--- config.mk ---
export PLATFORM = sky130hd
export DESIGN_NAME = smc_top
export DESIGN_NICKNAME = d
export VERILOG_FILES = /design/src/logic/smc_timing_pkg.sv /design/src/logic/smc_bus_pkg.sv /design/src/logic/smc_top.sv /design/src/logic/smc_rd_capture.sv /design/src/logic/smc_wr_enable.sv /design/src/logic/smc_bus_drive.sv /design/src/logic/smc_cycle_ctrl.sv
export SDC_FILE = /design/constraint.sdc
export NUM_CORES = 1
export LEC_CHECK = 0
export BUFFER_PORTS_ARGS = -buffer_cell sky130_fd_sc_hd__buf_2
export CORE_UTILIZATION = 40
export DETAILED_ROUTE_END_ITERATION = 16
export HOLD_SLACK_MARGIN = 0.08
export PLACE_DENSITY = 0.75
export SYNTH_ARGS = -nofsm -noshare
export SYNTH_HDL_FRONTEND = slang
export SYNTH_SLANG_ARGS = --single-unit
--- constraint.sdc ---
create_clock -name sys_clk -period 1.97 [get_ports sys_clk]
set_input_delay 0 -clock sys_clk [delete_from_list [all_inputs] [get_ports sys_clk]]
set_output_delay 0 -clock sys_clk [all_outputs]
set_load 0.01 [all_outputs]
--- src/logic/smc_timing_pkg.sv ---
//----------------------------------------------------------------------
// fixed access timing of the static memory controller
// phase lengths in sys_clk cycles and the phase encoding
//----------------------------------------------------------------------

package smc_timing_pkg;

  // phase lengths, each at least one cycle
  localparam int SMC_SETUP_CYCLES  = 1;
  localparam int SMC_STROBE_CYCLES = 2;
  localparam int SMC_HOLD_CYCLES   = 1;

  // whole access with chip select low
  localparam int SMC_ACCESS_CYCLES = SMC_SETUP_CYCLES + SMC_STROBE_CYCLES + SMC_HOLD_CYCLES;

  // phase down counter, wide enough for the longest phase
  localparam int SMC_WAIT_W = 2;

  // gray sequence, one bit flips per phase step
  typedef enum logic [1:0] {
    SMC_PH_IDLE   = 2'b00,
    SMC_PH_SETUP  = 2'b01,
    SMC_PH_STROBE = 2'b11,
    SMC_PH_HOLD   = 2'b10
  } smc_phase_e;

endpackage

--- src/logic/smc_bus_pkg.sv ---
//----------------------------------------------------------------------
// host request and SRAM pin types for the static memory controller
// shared by the RTL blocks and the testbench
//----------------------------------------------------------------------

package smc_bus_pkg;

  // word address into the external SRAM
  typedef logic [15:0] smc_addr_t;

  // one data word, 4 byte lanes
  typedef logic [31:0] smc_data_t;

  // byte enables, active high, one per lane
  typedef logic [3:0] smc_be_t;

  // single host access as presented with host_req
  typedef struct packed {
    logic      wr;
    smc_addr_t addr;
    smc_data_t data;
    smc_be_t   be;
  } smc_host_req_t;

  // pins towards the asynchronous SRAM
  // strobes and enables are all active low
  typedef struct packed {
    smc_addr_t addr;
    smc_data_t wdata;
    logic      n_cs;
    logic      n_oe;
    smc_be_t   n_we;
    logic      n_wr;
  } smc_mem_bus_t;

endpackage
--- src/logic/smc_top.sv ---
//----------------------------------------------------------------------
// static memory controller top, single accesses to an async SRAM
// host pulses host_req with host_cmd while ready is high
//----------------------------------------------------------------------
`timescale 1ns/100ps

module smc_top (
  input  logic                       sys_clk,
  input  logic                       rst,
  input  logic                       host_req,
  input  smc_bus_pkg::smc_host_req_t host_cmd,
  output logic                       ready,
  output smc_bus_pkg::smc_data_t     rd_data,
  output logic                       rd_valid,
  output smc_bus_pkg::smc_mem_bus_t  mem_bus,
  input  smc_bus_pkg::smc_data_t     mem_rdata
);

  import smc_bus_pkg::*;
  import smc_timing_pkg::*;

  logic         cmd_load;
  smc_phase_e   phase;
  logic         r_full;
  logic         rd_sample;
  smc_mem_bus_t bus_regs;
  smc_be_t      n_r_we;
  logic         n_r_wr;
  smc_be_t      n_we;
  logic         n_wr;

  //--------------------------------------------------------------------
  // sequencer, bus registers, write gate, read capture
  //--------------------------------------------------------------------
  smc_cycle_ctrl i_cycle_ctrl (
    .sys_clk   (sys_clk),
    .rst       (rst),
    .host_req  (host_req),
    .ready     (ready),
    .cmd_load  (cmd_load),
    .phase     (phase),
    .r_full    (r_full),
    .rd_sample (rd_sample)
  );

  smc_bus_drive i_bus_drive (
    .sys_clk  (sys_clk),
    .rst      (rst),
    .cmd_load (cmd_load),
    .host_cmd (host_cmd),
    .phase    (phase),
    .bus_regs (bus_regs),
    .n_r_we   (n_r_we),
    .n_r_wr   (n_r_wr)
  );

  smc_wr_enable i_wr_enable (
    .r_full (r_full),
    .n_r_we (n_r_we),
    .n_r_wr (n_r_wr),
    .n_we   (n_we),
    .n_wr   (n_wr)
  );

  // registered write strobe high marks a read
  smc_rd_capture i_rd_capture (
    .sys_clk   (sys_clk),
    .rst       (rst),
    .rd_sample (rd_sample),
    .is_read   (n_r_wr),
    .mem_rdata (mem_rdata),
    .rd_data   (rd_data),
    .rd_valid  (rd_valid)
  );

  // gated write pins replace the raw ones
  always_comb
  begin
    mem_bus      = bus_regs;
    mem_bus.n_we = n_we;
    mem_bus.n_wr = n_wr;
  end

endmodule

--- src/logic/smc_rd_capture.sv ---
//----------------------------------------------------------------------
// read data capture, samples the SRAM at the end of the strobe phase
// rd_valid pulses together with ready returning high
//----------------------------------------------------------------------
`timescale 1ns/100ps

module smc_rd_capture (
  input  logic                   sys_clk,
  input  logic                   rst,
  input  logic                   rd_sample,
  input  logic                   is_read,
  input  smc_bus_pkg::smc_data_t mem_rdata,
  output smc_bus_pkg::smc_data_t rd_data,
  output logic                   rd_valid
);

  // sample taken, valid goes out during the idle return
  logic rd_pend;

  // data word, kept until the next read
  always_ff @(posedge sys_clk)
  begin
    if (rd_sample && is_read)
      rd_data <= mem_rdata;
  end

  always_ff @(posedge sys_clk)
  begin
    if (rst)
    begin
      rd_pend  <= 1'b0;
      rd_valid <= 1'b0;
    end
    else
    begin
      // writes never raise valid
      rd_pend  <= rd_sample & is_read;
      rd_valid <= rd_pend;
    end
  end

endmodule

--- src/logic/smc_wr_enable.sv ---
//----------------------------------------------------------------------
// write pin gate, keeps the SRAM write pulse inside the strobe window
// purely combinational, sits between bus driver and pins
//----------------------------------------------------------------------
`timescale 1ns/100ps

module smc_wr_enable (
  input  logic                 r_full,
  input  smc_bus_pkg::smc_be_t n_r_we,
  input  logic                 n_r_wr,
  output smc_bus_pkg::smc_be_t n_we,
  output logic                 n_wr
);

  import smc_bus_pkg::*;

  // per lane write enable
  // forced high outside the strobe phase
  always_comb
  begin
    n_we = n_r_we | {$bits(smc_be_t){~r_full}};
  end

  // write strobe, same window as the enables
  always_comb
  begin
    n_wr = n_r_wr | ~r_full;
  end

endmodule

--- src/logic/smc_bus_drive.sv ---
//----------------------------------------------------------------------
// SRAM bus register stage
// holds address, write data and the ungated write enables for one
// access; chip and output enable follow the sequencer phase
//----------------------------------------------------------------------
`timescale 1ns/100ps

module smc_bus_drive (
  input  logic                       sys_clk,
  input  logic                       rst,
  input  logic                       cmd_load,
  input  smc_bus_pkg::smc_host_req_t host_cmd,
  input  smc_timing_pkg::smc_phase_e phase,
  output smc_bus_pkg::smc_mem_bus_t  bus_regs,
  output smc_bus_pkg::smc_be_t       n_r_we,
  output logic                       n_r_wr
);

  import smc_bus_pkg::*;
  import smc_timing_pkg::*;

  smc_addr_t addr_q;
  smc_data_t wdata_q;

  // address and data stay put from setup through hold
  always_ff @(posedge sys_clk)
  begin
    if (cmd_load)
    begin
      addr_q  <= host_cmd.addr;
      wdata_q <= host_cmd.data;
    end
  end

  //--------------------------------------------------------------------
  // write enables, active low
  //--------------------------------------------------------------------
  always_ff @(posedge sys_clk)
  begin
    if (rst)
    begin
      n_r_we <= '1;
      n_r_wr <= 1'b1;
    end
    else if (cmd_load)
    begin
      // lane low only for a write with its byte enable set
      n_r_we <= ~(host_cmd.be & {$bits(smc_be_t){host_cmd.wr}});
      n_r_wr <= ~host_cmd.wr;
    end
    else if (phase == SMC_PH_IDLE)
    begin
      // access over
      n_r_we <= '1;
      n_r_wr <= 1'b1;
    end
  end

  // phase is gray coded, so these decodes switch cleanly
  always_comb
  begin
    bus_regs.addr  = addr_q;
    bus_regs.wdata = wdata_q;
    bus_regs.n_cs  = (phase == SMC_PH_IDLE);
    // n_r_wr high means the access is a read
    bus_regs.n_oe  = ~((phase == SMC_PH_STROBE) && n_r_wr);
    bus_regs.n_we  = n_r_we;
    bus_regs.n_wr  = n_r_wr;
  end

endmodule

--- src/logic/smc_cycle_ctrl.sv ---
//----------------------------------------------------------------------
// phase sequencer of the static memory controller
// runs setup, strobe and hold for each accepted host request
// and flags the strobe window and its final cycle
//----------------------------------------------------------------------
`timescale 1ns/100ps

module smc_cycle_ctrl (
  input  logic                       sys_clk,
  input  logic                       rst,
  input  logic                       host_req,
  output logic                       ready,
  output logic                       cmd_load,
  output smc_timing_pkg::smc_phase_e phase,
  output logic                       r_full,
  output logic                       rd_sample
);

  import smc_timing_pkg::*;

  // remaining cycles in the current phase, 0 on its last cycle
  logic [SMC_WAIT_W-1:0] cnt;

  // next state
  smc_phase_e            phase_d;
  logic [SMC_WAIT_W-1:0] cnt_d;

  // accept only while idle, a pulse during an access is dropped
  assign cmd_load = host_req & ready;

  //--------------------------------------------------------------------
  // next phase and counter
  //--------------------------------------------------------------------
  always_comb
  begin
    phase_d = phase;
    cnt_d   = cnt;
    case (phase)
      SMC_PH_IDLE:
      begin
        if (cmd_load)
        begin
          phase_d = SMC_PH_SETUP;
          cnt_d   = SMC_WAIT_W'(SMC_SETUP_CYCLES - 1);
        end
      end
      SMC_PH_SETUP:
      begin
        if (cnt == '0)
        begin
          phase_d = SMC_PH_STROBE;
          cnt_d   = SMC_WAIT_W'(SMC_STROBE_CYCLES - 1);
        end
        else
          cnt_d = cnt - 1'b1;
      end
      SMC_PH_STROBE:
      begin
        if (cnt == '0)
        begin
          phase_d = SMC_PH_HOLD;
          cnt_d   = SMC_WAIT_W'(SMC_HOLD_CYCLES - 1);
        end
        else
          cnt_d = cnt - 1'b1;
      end
      default:
      begin
        // hold, back to idle when done
        if (cnt == '0)
          phase_d = SMC_PH_IDLE;
        else
          cnt_d = cnt - 1'b1;
      end
    endcase
  end

  //--------------------------------------------------------------------
  // state and flags, all decoded from the next state
  //--------------------------------------------------------------------
  always_ff @(posedge sys_clk)
  begin
    if (rst)
    begin
      phase     <= SMC_PH_IDLE;
      cnt       <= '0;
      ready     <= 1'b1;
      r_full    <= 1'b0;
      rd_sample <= 1'b0;
    end
    else
    begin
      phase     <= phase_d;
      cnt       <= cnt_d;
      ready     <= (phase_d == SMC_PH_IDLE);
      // strobe window only, write qualification is in the enables
      r_full    <= (phase_d == SMC_PH_STROBE);
      // last strobe cycle, read data settled
      rd_sample <= (phase_d == SMC_PH_STROBE) && (cnt_d == '0);
    end
  end

endmodule

# --- Word level (Yosys, flattened, before mapping) ---
# Cells that the tools add are included.
classes:
  reduce_logical: 8
  eq_ne: 3
  n_addsub: 1
  muxes: 14
  bitwise_logic: 9
ops:
  columns: ["op", "count"]
  rows:
  - ["$mux 2", 8]
  - ["$pmux 2 s3", 2]
  - ["$logic_not 2->1", 4]
  - ["$mux 4", 2]
  - ["$and 4x4->4", 1]
  - ["$eq 2x2->1 const B", 2]
  - ["$not 4->4", 1]
  - ["$or 4x4->4", 1]
  - ["$logic_and 1x1->1", 3]
  - ["$not 1->1", 3]
  - ["$and 1x1->1", 2]
  - ["$eq 2x1->1 const B", 1]
  - ["$mux 1", 2]
  - ["$reduce_bool 2->1", 1]
  - ["$sub 2x1->2 const B", 1]
  - ["$or 1x1->1", 1]
word_totals:
  out_inout_bits: 89
  wordCells: 47
  register_bits: 94

# --- Longest topological paths before layout ---
# Gate-level depths: netlist (run 1).
depth:
  ltp_word: 5
  depth_mapped: 5
  ltp_nobuf: 3

# --- By module ---
# From an unflattened synthesis (run 1), not the netlist that was laid out.
unflattened:
  hier_cells: 149
  area_unflattened_um2: 3021.6
modules_own_cells:
  columns: ["mod", "area_each_um2", "instances", "cells_each"]
  rows:
  - ["smc_bus_drive", 1671.6, 1, 74]
  - ["smc_rd_capture", 1022.2, 1, 37]
  - ["smc_cycle_ctrl", 289.0, 1, 32]
  - ["smc_wr_enable", 31.3, 1, 5]
  - ["smc_top", 7.5, 1, 1]

# --- Worst setup path after synthesis (run 1) ---
# OpenSTA, ideal clock, no wires.
synth_timing:
  path_kind: "flip-flop to flip-flop"
  from: "reg i_cycle_ctrl.ready"
  to: "reg i_bus_drive.addr_q[0] (enable)"
  t_required_ns: 1.565
  t_arrival_ns: 1.592
  synth_period_minus_slack_ns: 1.998
  path_stages_with_launch: 3
  slack_ns: -0.028
  setup_ns: 0.405
  cell_sequence: "dfxtp_1 > nand2_1 > inv_1"
synth_via:
  elab_chain_cells: 1
synth_rtl:
  columns: ["element", "line_no", "text"]
  rows:
  - ["start: declaration", "smc_cycle_ctrl.sv:12", "output logic ready,"]
  - ["start signal: assignment", "smc_cycle_ctrl.sv:95", "ready <= (phase_d == SMC_PH_IDLE);"]
  - ["$and 1x1->1", "smc_cycle_ctrl.sv:29", "assign cmd_load = host_req & ready;"]
  - ["named net cmd_load", "smc_top.sv:22", "logic cmd_load;"]
  - ["end signal: assignment", "smc_bus_drive.sv:30", "addr_q <= host_cmd.addr;"]
  - ["end: declaration", "smc_bus_drive.sv:22", "smc_addr_t addr_q;"]
# The timed path passes the listed nets, and every way through them passes these cells.
# A chain may end at the register's enable or synchronous reset.

# --- Final worst setup path (run 1) ---
layout_timing:
  from: "reg i_cycle_ctrl.phase[1]"
  to: "reg i_bus_drive.n_r_we[1]"
layout_via:
  elab_chain_cells: 2
layout_rtl:
  columns: ["element", "line_no", "text"]
  rows:
  - ["start: declaration", "smc_cycle_ctrl.sv:14", "output smc_timing_pkg::smc_phase_e phase,"]
  - ["start signal: assignment", "smc_cycle_ctrl.sv:93", "phase <= phase_d;"]
  - ["$logic_not 2->1", "smc_bus_drive.sv:51", "else if (phase == SMC_PH_IDLE)"]
  - ["$reduce_bool 2->1 (no source line)", null, null]
  - ["end signal: assignment", "smc_bus_drive.sv:48", "n_r_we <= ~(host_cmd.be & {$bits(smc_be_t){host_cmd.wr}});"]
  - ["end: declaration", "smc_bus_drive.sv:15", "output smc_bus_pkg::smc_be_t n_r_we,"]
# Every way passes these cells.

==> results of run 1 <==
layout make-up:
class                      count  area, sq um
clock buffer                  10          128
timing repair buffer         267         1800
inverter                       4         21.3
clock inverter                 6         47.5
tap                          105          131
multi-input combinational     39          287
fill                         650         3120
sequential                    94         2680
power groups by stage:
stage / registers, mW / clock network, mW / logic (mW)
after floorplan: 2.36 / 0 / 0.270
final: 2.32 / 1.14 / 0.493
after detailed placement: 2.36 / 0 / 0.353
after global placement: 2.36 / 0 / 0.347
after global routing: 2.33 / 1.24 / 0.534
after CTS: 2.32 / 1.16 / 0.489
worst register-to-register path: stages, from the launching register on:
cell           delay, ns
dfxtp_1             0.47
or2_1               0.35
a22oi_1             0.15
dlygate4sd3_1       0.59
per-stage QoR:
stage	std cells	total power, mW	hold WS, ns
floorplan	191	2.63	0.0753
global placement	420	2.71	0.176
detailed placement	420	2.72	0.178
CTS	525	3.97	0.0903
global route	525	4.10	0.108
finish	525	3.95	0.102
cell families after synthesis:
| group | count (synthesis) | synth area share, % |
|---|---|---|
| AOI/OAI and AO/OA | 17 | 4.31 |
| muxes | 1 | 0.295 |
| buffers and inverters | 58 | 12.6 |
| and+or+nand+nor | 21 | 3.83 |
| DFF | 94 | 79.0 |
routing by layer:
metal	up-vias	track usage (%)	wire, um
met1	1036	17.8	2860
met3	13	7.61	729
met4	0	5.64	116
met5	-	0	0
li1	1091	-	-
met2	125	32.5	4020
Yosys cell counts (all sizes together) (2+ instances only):
master  number
o32ai        2
edfxtp      80
inv          4
a211oi       4
a21oi        2
nand2b       6
dfxtp       14
or2          2
nand2        2
a22oi        4
buf         53
nor2b        2
worst paths after layout:
path / startpoint / to / slack, ns / cells past startpoint
setup / recovery: i_cycle_ctrl.phase[1] / i_bus_drive.n_r_we[1] / 0.31 / 3
hold / removal: host_req / i_bus_drive.n_r_wr / 0.10 / 3
setup reg to reg: i_cycle_ctrl.phase[1] / i_bus_drive.n_r_we[1] / 0.31 / 3
hold reg to reg: i_rd_capture.rd_pend / i_rd_capture.rd_valid / 0.45 / 1
repair_timing:
item	4_1_cts	5_1_grt
resized for setup	0	0
endpoints found under the hold margin	91	0
hold buffers	89	0
state kept, by name (all words and copies together) (netlist names):
signal and cells:
i_bus_drive.addr_q 16, i_rd_capture.rd_valid 1, i_rd_capture.rd_data 32, i_cycle_ctrl.ready 1, i_cycle_ctrl.phase 2, i_rd_capture.rd_pend 1
i_cycle_ctrl.r_full 1, i_cycle_ctrl.cnt 2, i_bus_drive.wdata_q 32, i_bus_drive.n_r_we 4, i_bus_drive.n_r_wr 1, i_cycle_ctrl.rd_sample 1
==> run_results.csv, run 1 <==
group,metric,value,unit
route,avgViaCountPerCell,4.31,
power,p_sw,0.934,mW
logic_synthesis,synth_area_leaders,"edfxtp_1 (71%), buf_4 (11%), dfxtp_1 (8.3%)",
placed_design,place_area,4030,sq um
global_route,overflow,0,
logic_synthesis,syn_nets,279,
route,wl_per_cell,14.7,um
logic_synthesis,yosys.cell_types.count,31,
setup_path,worstSetupStartpointType,"register",
finish,area_growth_syn_to_layout,50.1,%
route,drc_errors,0,
floorplan,start_util,41.3,%
floorplan,pin_count,177,
finish,mostFrequentLayoutCell,"buf_2",
global_route,grt_pass1_wl,11400,um
min_path,hold_path_class,"input port to register",
sta,finalSetupViolations,0,
setup_path,worstPathCellList,"or2_1 > a22oi_1 > dlygate4sd3_1",
floorplan,rows,33,
power,share_comb_of_total_power,12.5,%
logic_synthesis,ys_ff_latch,94,
sta,worst_pin_slew,0.399,ns
floorplan,dieWidth,94.1,um
placed_design,dp.final_hpwl,4500,um
logic_synthesis,yosysWarnings,0,
sta,rsz0062_at_grt,"no",
sta,relSlewSlack,73.4,%
setup_path,required,2.21,ns
global_route,track_usage,17.7,%
logic_synthesis,synth-edff-count,80,
clock_tree,cts.clk_slew.worst_paths,0.09,ns
power,power_frac_clock,28.8,%
clock_tree,cts_tree,"yes",
finish,fin_nets,503,
clock_tree,cts_setup_buffers,0,
setup_path,cp_slowest_cell,"dlygate4sd3_1",
clock_tree,clock-sinks,94,
global_route,grt_max_degree,51,
logic_synthesis,synthFlopType,"edfxtp_1",
route,drt_wl_total,7730,um
global_route,grt_pass1_vias,2417,
power,ir_drop,465,uV
finish,layout_common_cells,"buf_2 (176), dlygate4sd3_1 (89), edfxtp_1 (80)",
logic_synthesis,synth_cells,191,
power,power_density,775,nW/um^2
sta,min_period,1.66,ns
sta,post-route-period-util,84.2,%
route,dr.pass1.iters,4,
setup_path,critical_path_class,"register to register",
route,vias,2265,
clock_tree,h-tree-depth,3,
power,leakage,2.07,nW
sta,worst_slack,0.311,ns
finish,drive_above_1_share,47.4,%
logic_synthesis,syn_area_per_cell,17.8,sq um
power,intPower,3.01,mW
finish,diodes,0,
route,dr.first_iter.drc_count,71,
clock_tree,clkLatencyLatePin,0.35,ns
clock_tree,cts-root-buf,"clkbuf_8",
setup_path,cp-end-kind,"register",
setup_path,critPathBufInv,1,
sta,tns,0,ns
power,p_seq_share,58.7,%
floorplan,coreArea,8220,sq um
flow_run,cap_violations,0,
route,ant_nets,0,
global_route,antenna_found_initial,0,
setup_path,slowest_delay,0.59,ns
logic_synthesis,yosysSeqAreaShare,79.0,%
sta,clock.fmax,0.603,GHz
logic_synthesis,synth_top_area_share,70.7,%
setup_path,crit_arrival,1.90,ns
setup_path,cp_top_family,"buffers and inverters",
logic_synthesis,syn_area,3400,sq um
clock_tree,clk_path_buf_depth,2,
setup_path,path_max_fanout,9,
floorplan,die_y,94.1,um
floorplan,die-area,8860,sq um
finish,utilization,62.0,%
placed_design,pre_cts_ws,0.650,ns
placed_design,portBuffers,176,
sta,hold_violations,0,
finish,final_area,5100,sq um
sta,clock_skew,0.00827,ns
logic_synthesis,synth_area_leader_cell,"edfxtp_1",
sta,drv_slew,0,
clock_tree,numCtsBuffers,9,
status,outcome,"finished clean",
placed_design,gp_congestion,0.880,
power,switching_share,23.7,%
logic_synthesis,async_flop_share,0,%
Note: power is estimated with default switching activity, not from simulation.
==> run 2, diff against run 1 <==
==> constraint.sdc (replaced) <==
create_clock -name sys_clk -period 1.5 [get_ports sys_clk]
set_input_delay 0 -clock sys_clk [delete_from_list [all_inputs] [get_ports sys_clk]]
set_output_delay 0 -clock sys_clk [all_outputs]
set_load 0.01 [all_outputs]
==> run 2 against run 1 <==
Against the previous run: core utilization is essentially flat; worst hold slack gained 0.027 ns; register-to-register slack lost 0.12 ns; wire length shrank 2.6%; via count shrank 1.1%; clock power grew 35%; clock skew shrank 0.0017 ns; power grew 33%; non-clock buffer count shrank 3; first-iteration DRC count grew 4.2%; critical path type is now register to output pin.
==> run_results.csv, run 2 (synthesis gave the netlist of run 1 again) <==
group,metric,value,unit
finish,nFillCells,607,
route,avgViaCountPerCell,4.29,
flow_run,cap_violations,0,
clock_tree,cts_tree,"yes",
setup_path,crit_arrival,1.35,ns
sta,clock.fmax,0.739,GHz
finish,diodes,0,
floorplan,die-area,8860,sq um
route,drc_errors,0,
clock_tree,h-tree-depth,3,
global_route,track_usage,17.0,%
global_route,grt_pass1_vias,2290,
finish,regArea,2690,sq um
sta,post-route-period-util,90.2,%
clock_tree,clock-sinks,94,
status,outcome,"finished clean",
sta,drv_slew,0,
finish,layout_common_cells,"buf_2 (176), dlygate4sd3_1 (86), edfxtp_1 (80)",
placed_design,dp.final_hpwl,4480,um
global_route,grt_pass1_wl,11000,um
clock_tree,numCtsBuffers,9,
sta,min_period,1.35,ns
global_route,grt_max_degree,49,
sta,worst_slack,0.147,ns
route,drt_wl_total,7530,um
sta,clock_skew,0.00657,ns
power,total_power,5.23,mW
setup_path,required,1.50,ns
setup_path,cp_slowest_cell,"dfxtp_1",
global_route,antenna_found_initial,0,
floorplan,rows,33,
placed_design,place_area,4060,sq um
clock_tree,cts_setup_buffers,0,
clock_tree,clk_path_buf_depth,2,
route,dr.first_iter.drc_count,74,
global_route,overflow,0,
floorplan,pin_count,177,
setup_path,setup.worst_path.start,"i_cycle_ctrl.phase[1]",
setup_path,critical_path_class,"register to output pin",
finish,mostFrequentLayoutCell,"buf_2",
finish,drive_above_1_share,48.4,%
floorplan,coreArea,8220,sq um
power,power_density,1030,nW/um^2
route,dr.pass1.iters,4,
power,ir_drop,577,uV
sta,hold_violations,0,
placed_design,gp_congestion,0.748,
setup_path,cp-end-kind,"output pin",
clock_tree,cts-root-buf,"clkbuf_8",
sta,tns,0,ns
setup_path,r2r_start,"i_cycle_ctrl.phase[1]",
setup_path,worstSetupStartpointType,"register",
min_path,hold_start,"host_cmd[52]",
route,vias,2239,
floorplan,start_util,41.3,%
power,leakage,2.08,nW
clock_tree,cts.clk_slew.worst_paths,0.09,ns
setup_path,path_max_fanout,9,
finish,instances_no_fill,522,
min_path,hold_path_class,"input port to register",
sta,relSlewSlack,79.6,%
route,ant_nets,0,
finish,top_regs,"i_bus_drive.wdata_q (32), i_rd_capture.rd_data (32), i_bus_drive.addr_q (16)",
finish,area_growth_syn_to_layout,50.1,%
finish,fin_nets,500,
finish,multi_input_area,295,sq um
finish,final_area,5100,sq um
sta,rsz0062_at_grt,"no",
setup_path,worstPathCellList,"or2_1 > inv_4 > buf_2",
placed_design,pre_cts_ws,0.199,ns
floorplan,dieWidth,94.1,um
clock_tree,clkLatencyLatePin,0.34,ns
setup_path,slowest_delay,0.48,ns
placed_design,place_inst,420,
placed_design,portBuffers,176,
sta,worst_pin_slew,0.306,ns
sta,finalSetupViolations,0,
floorplan,die_y,94.1,um
route,wl_per_cell,14.4,um
-- run 2: stage by stage --
stage	utilization, %	hold slack [ns]
after floorplan	-	0.0753
after global placement	49.4	0.176
after detailed placement	49.4	0.178
after CTS	62.1	0.0900
after global routing	62.1	0.100
final	62.1	0.129
-- run 2: final timing paths --
check,endpoint,slack [ns],cells past startpoint
max,mem_bus[6],0.15,3
min,i_bus_drive.n_r_wr,0.13,3
max reg2reg,i_cycle_ctrl.ready,0.19,3
min reg2reg,i_rd_capture.rd_valid,0.46,1
-- run 2: power breakdown --
group | internal (mW) | switching, mW | leakage [nW] | total, mW
sequential | 2.99 | 0.0618 | 0.861 | 3.05
clock | 0.664 | 0.871 | 0.0866 | 1.54
combinational | 0.358 | 0.289 | 1.13 | 0.647
-- run 2: timing repair --
action,CTS,global route
endpoints found under the setup margin,0,0
resized for setup,0,0
endpoints found under the hold margin,91,0
hold buffers,86,0
-- run 2: area by class of cell --
class | count | area share, %
repair buffers | 264 | 34.9
inverters | 4 | 0.417
clock buffers | 11 | 2.77
clock inverters | 5 | 0.810
well taps | 105 | 2.58
multi-input cells | 39 | 5.79
flip-flops and latches | 94 | 52.7
-- run 2: critical path: cells and delay by family, from the launching register on --
family                 cells  cell delay, ns
buffers and inverters      2            0.21
DFF                        1            0.48
and+or+nand+nor            1            0.32
-- run 2: per-layer routing --
metal / routed length (um) / vias to the layer above / GRT usage [%]
met1: 3060 / 1014 / 20.4
met5: 0 / - / 0
met2: 3650 / 129 / 28.3
met4: 106 / 0 / 6.54
li1: - / 1085 / -
met3: 713 / 11 / 5.34
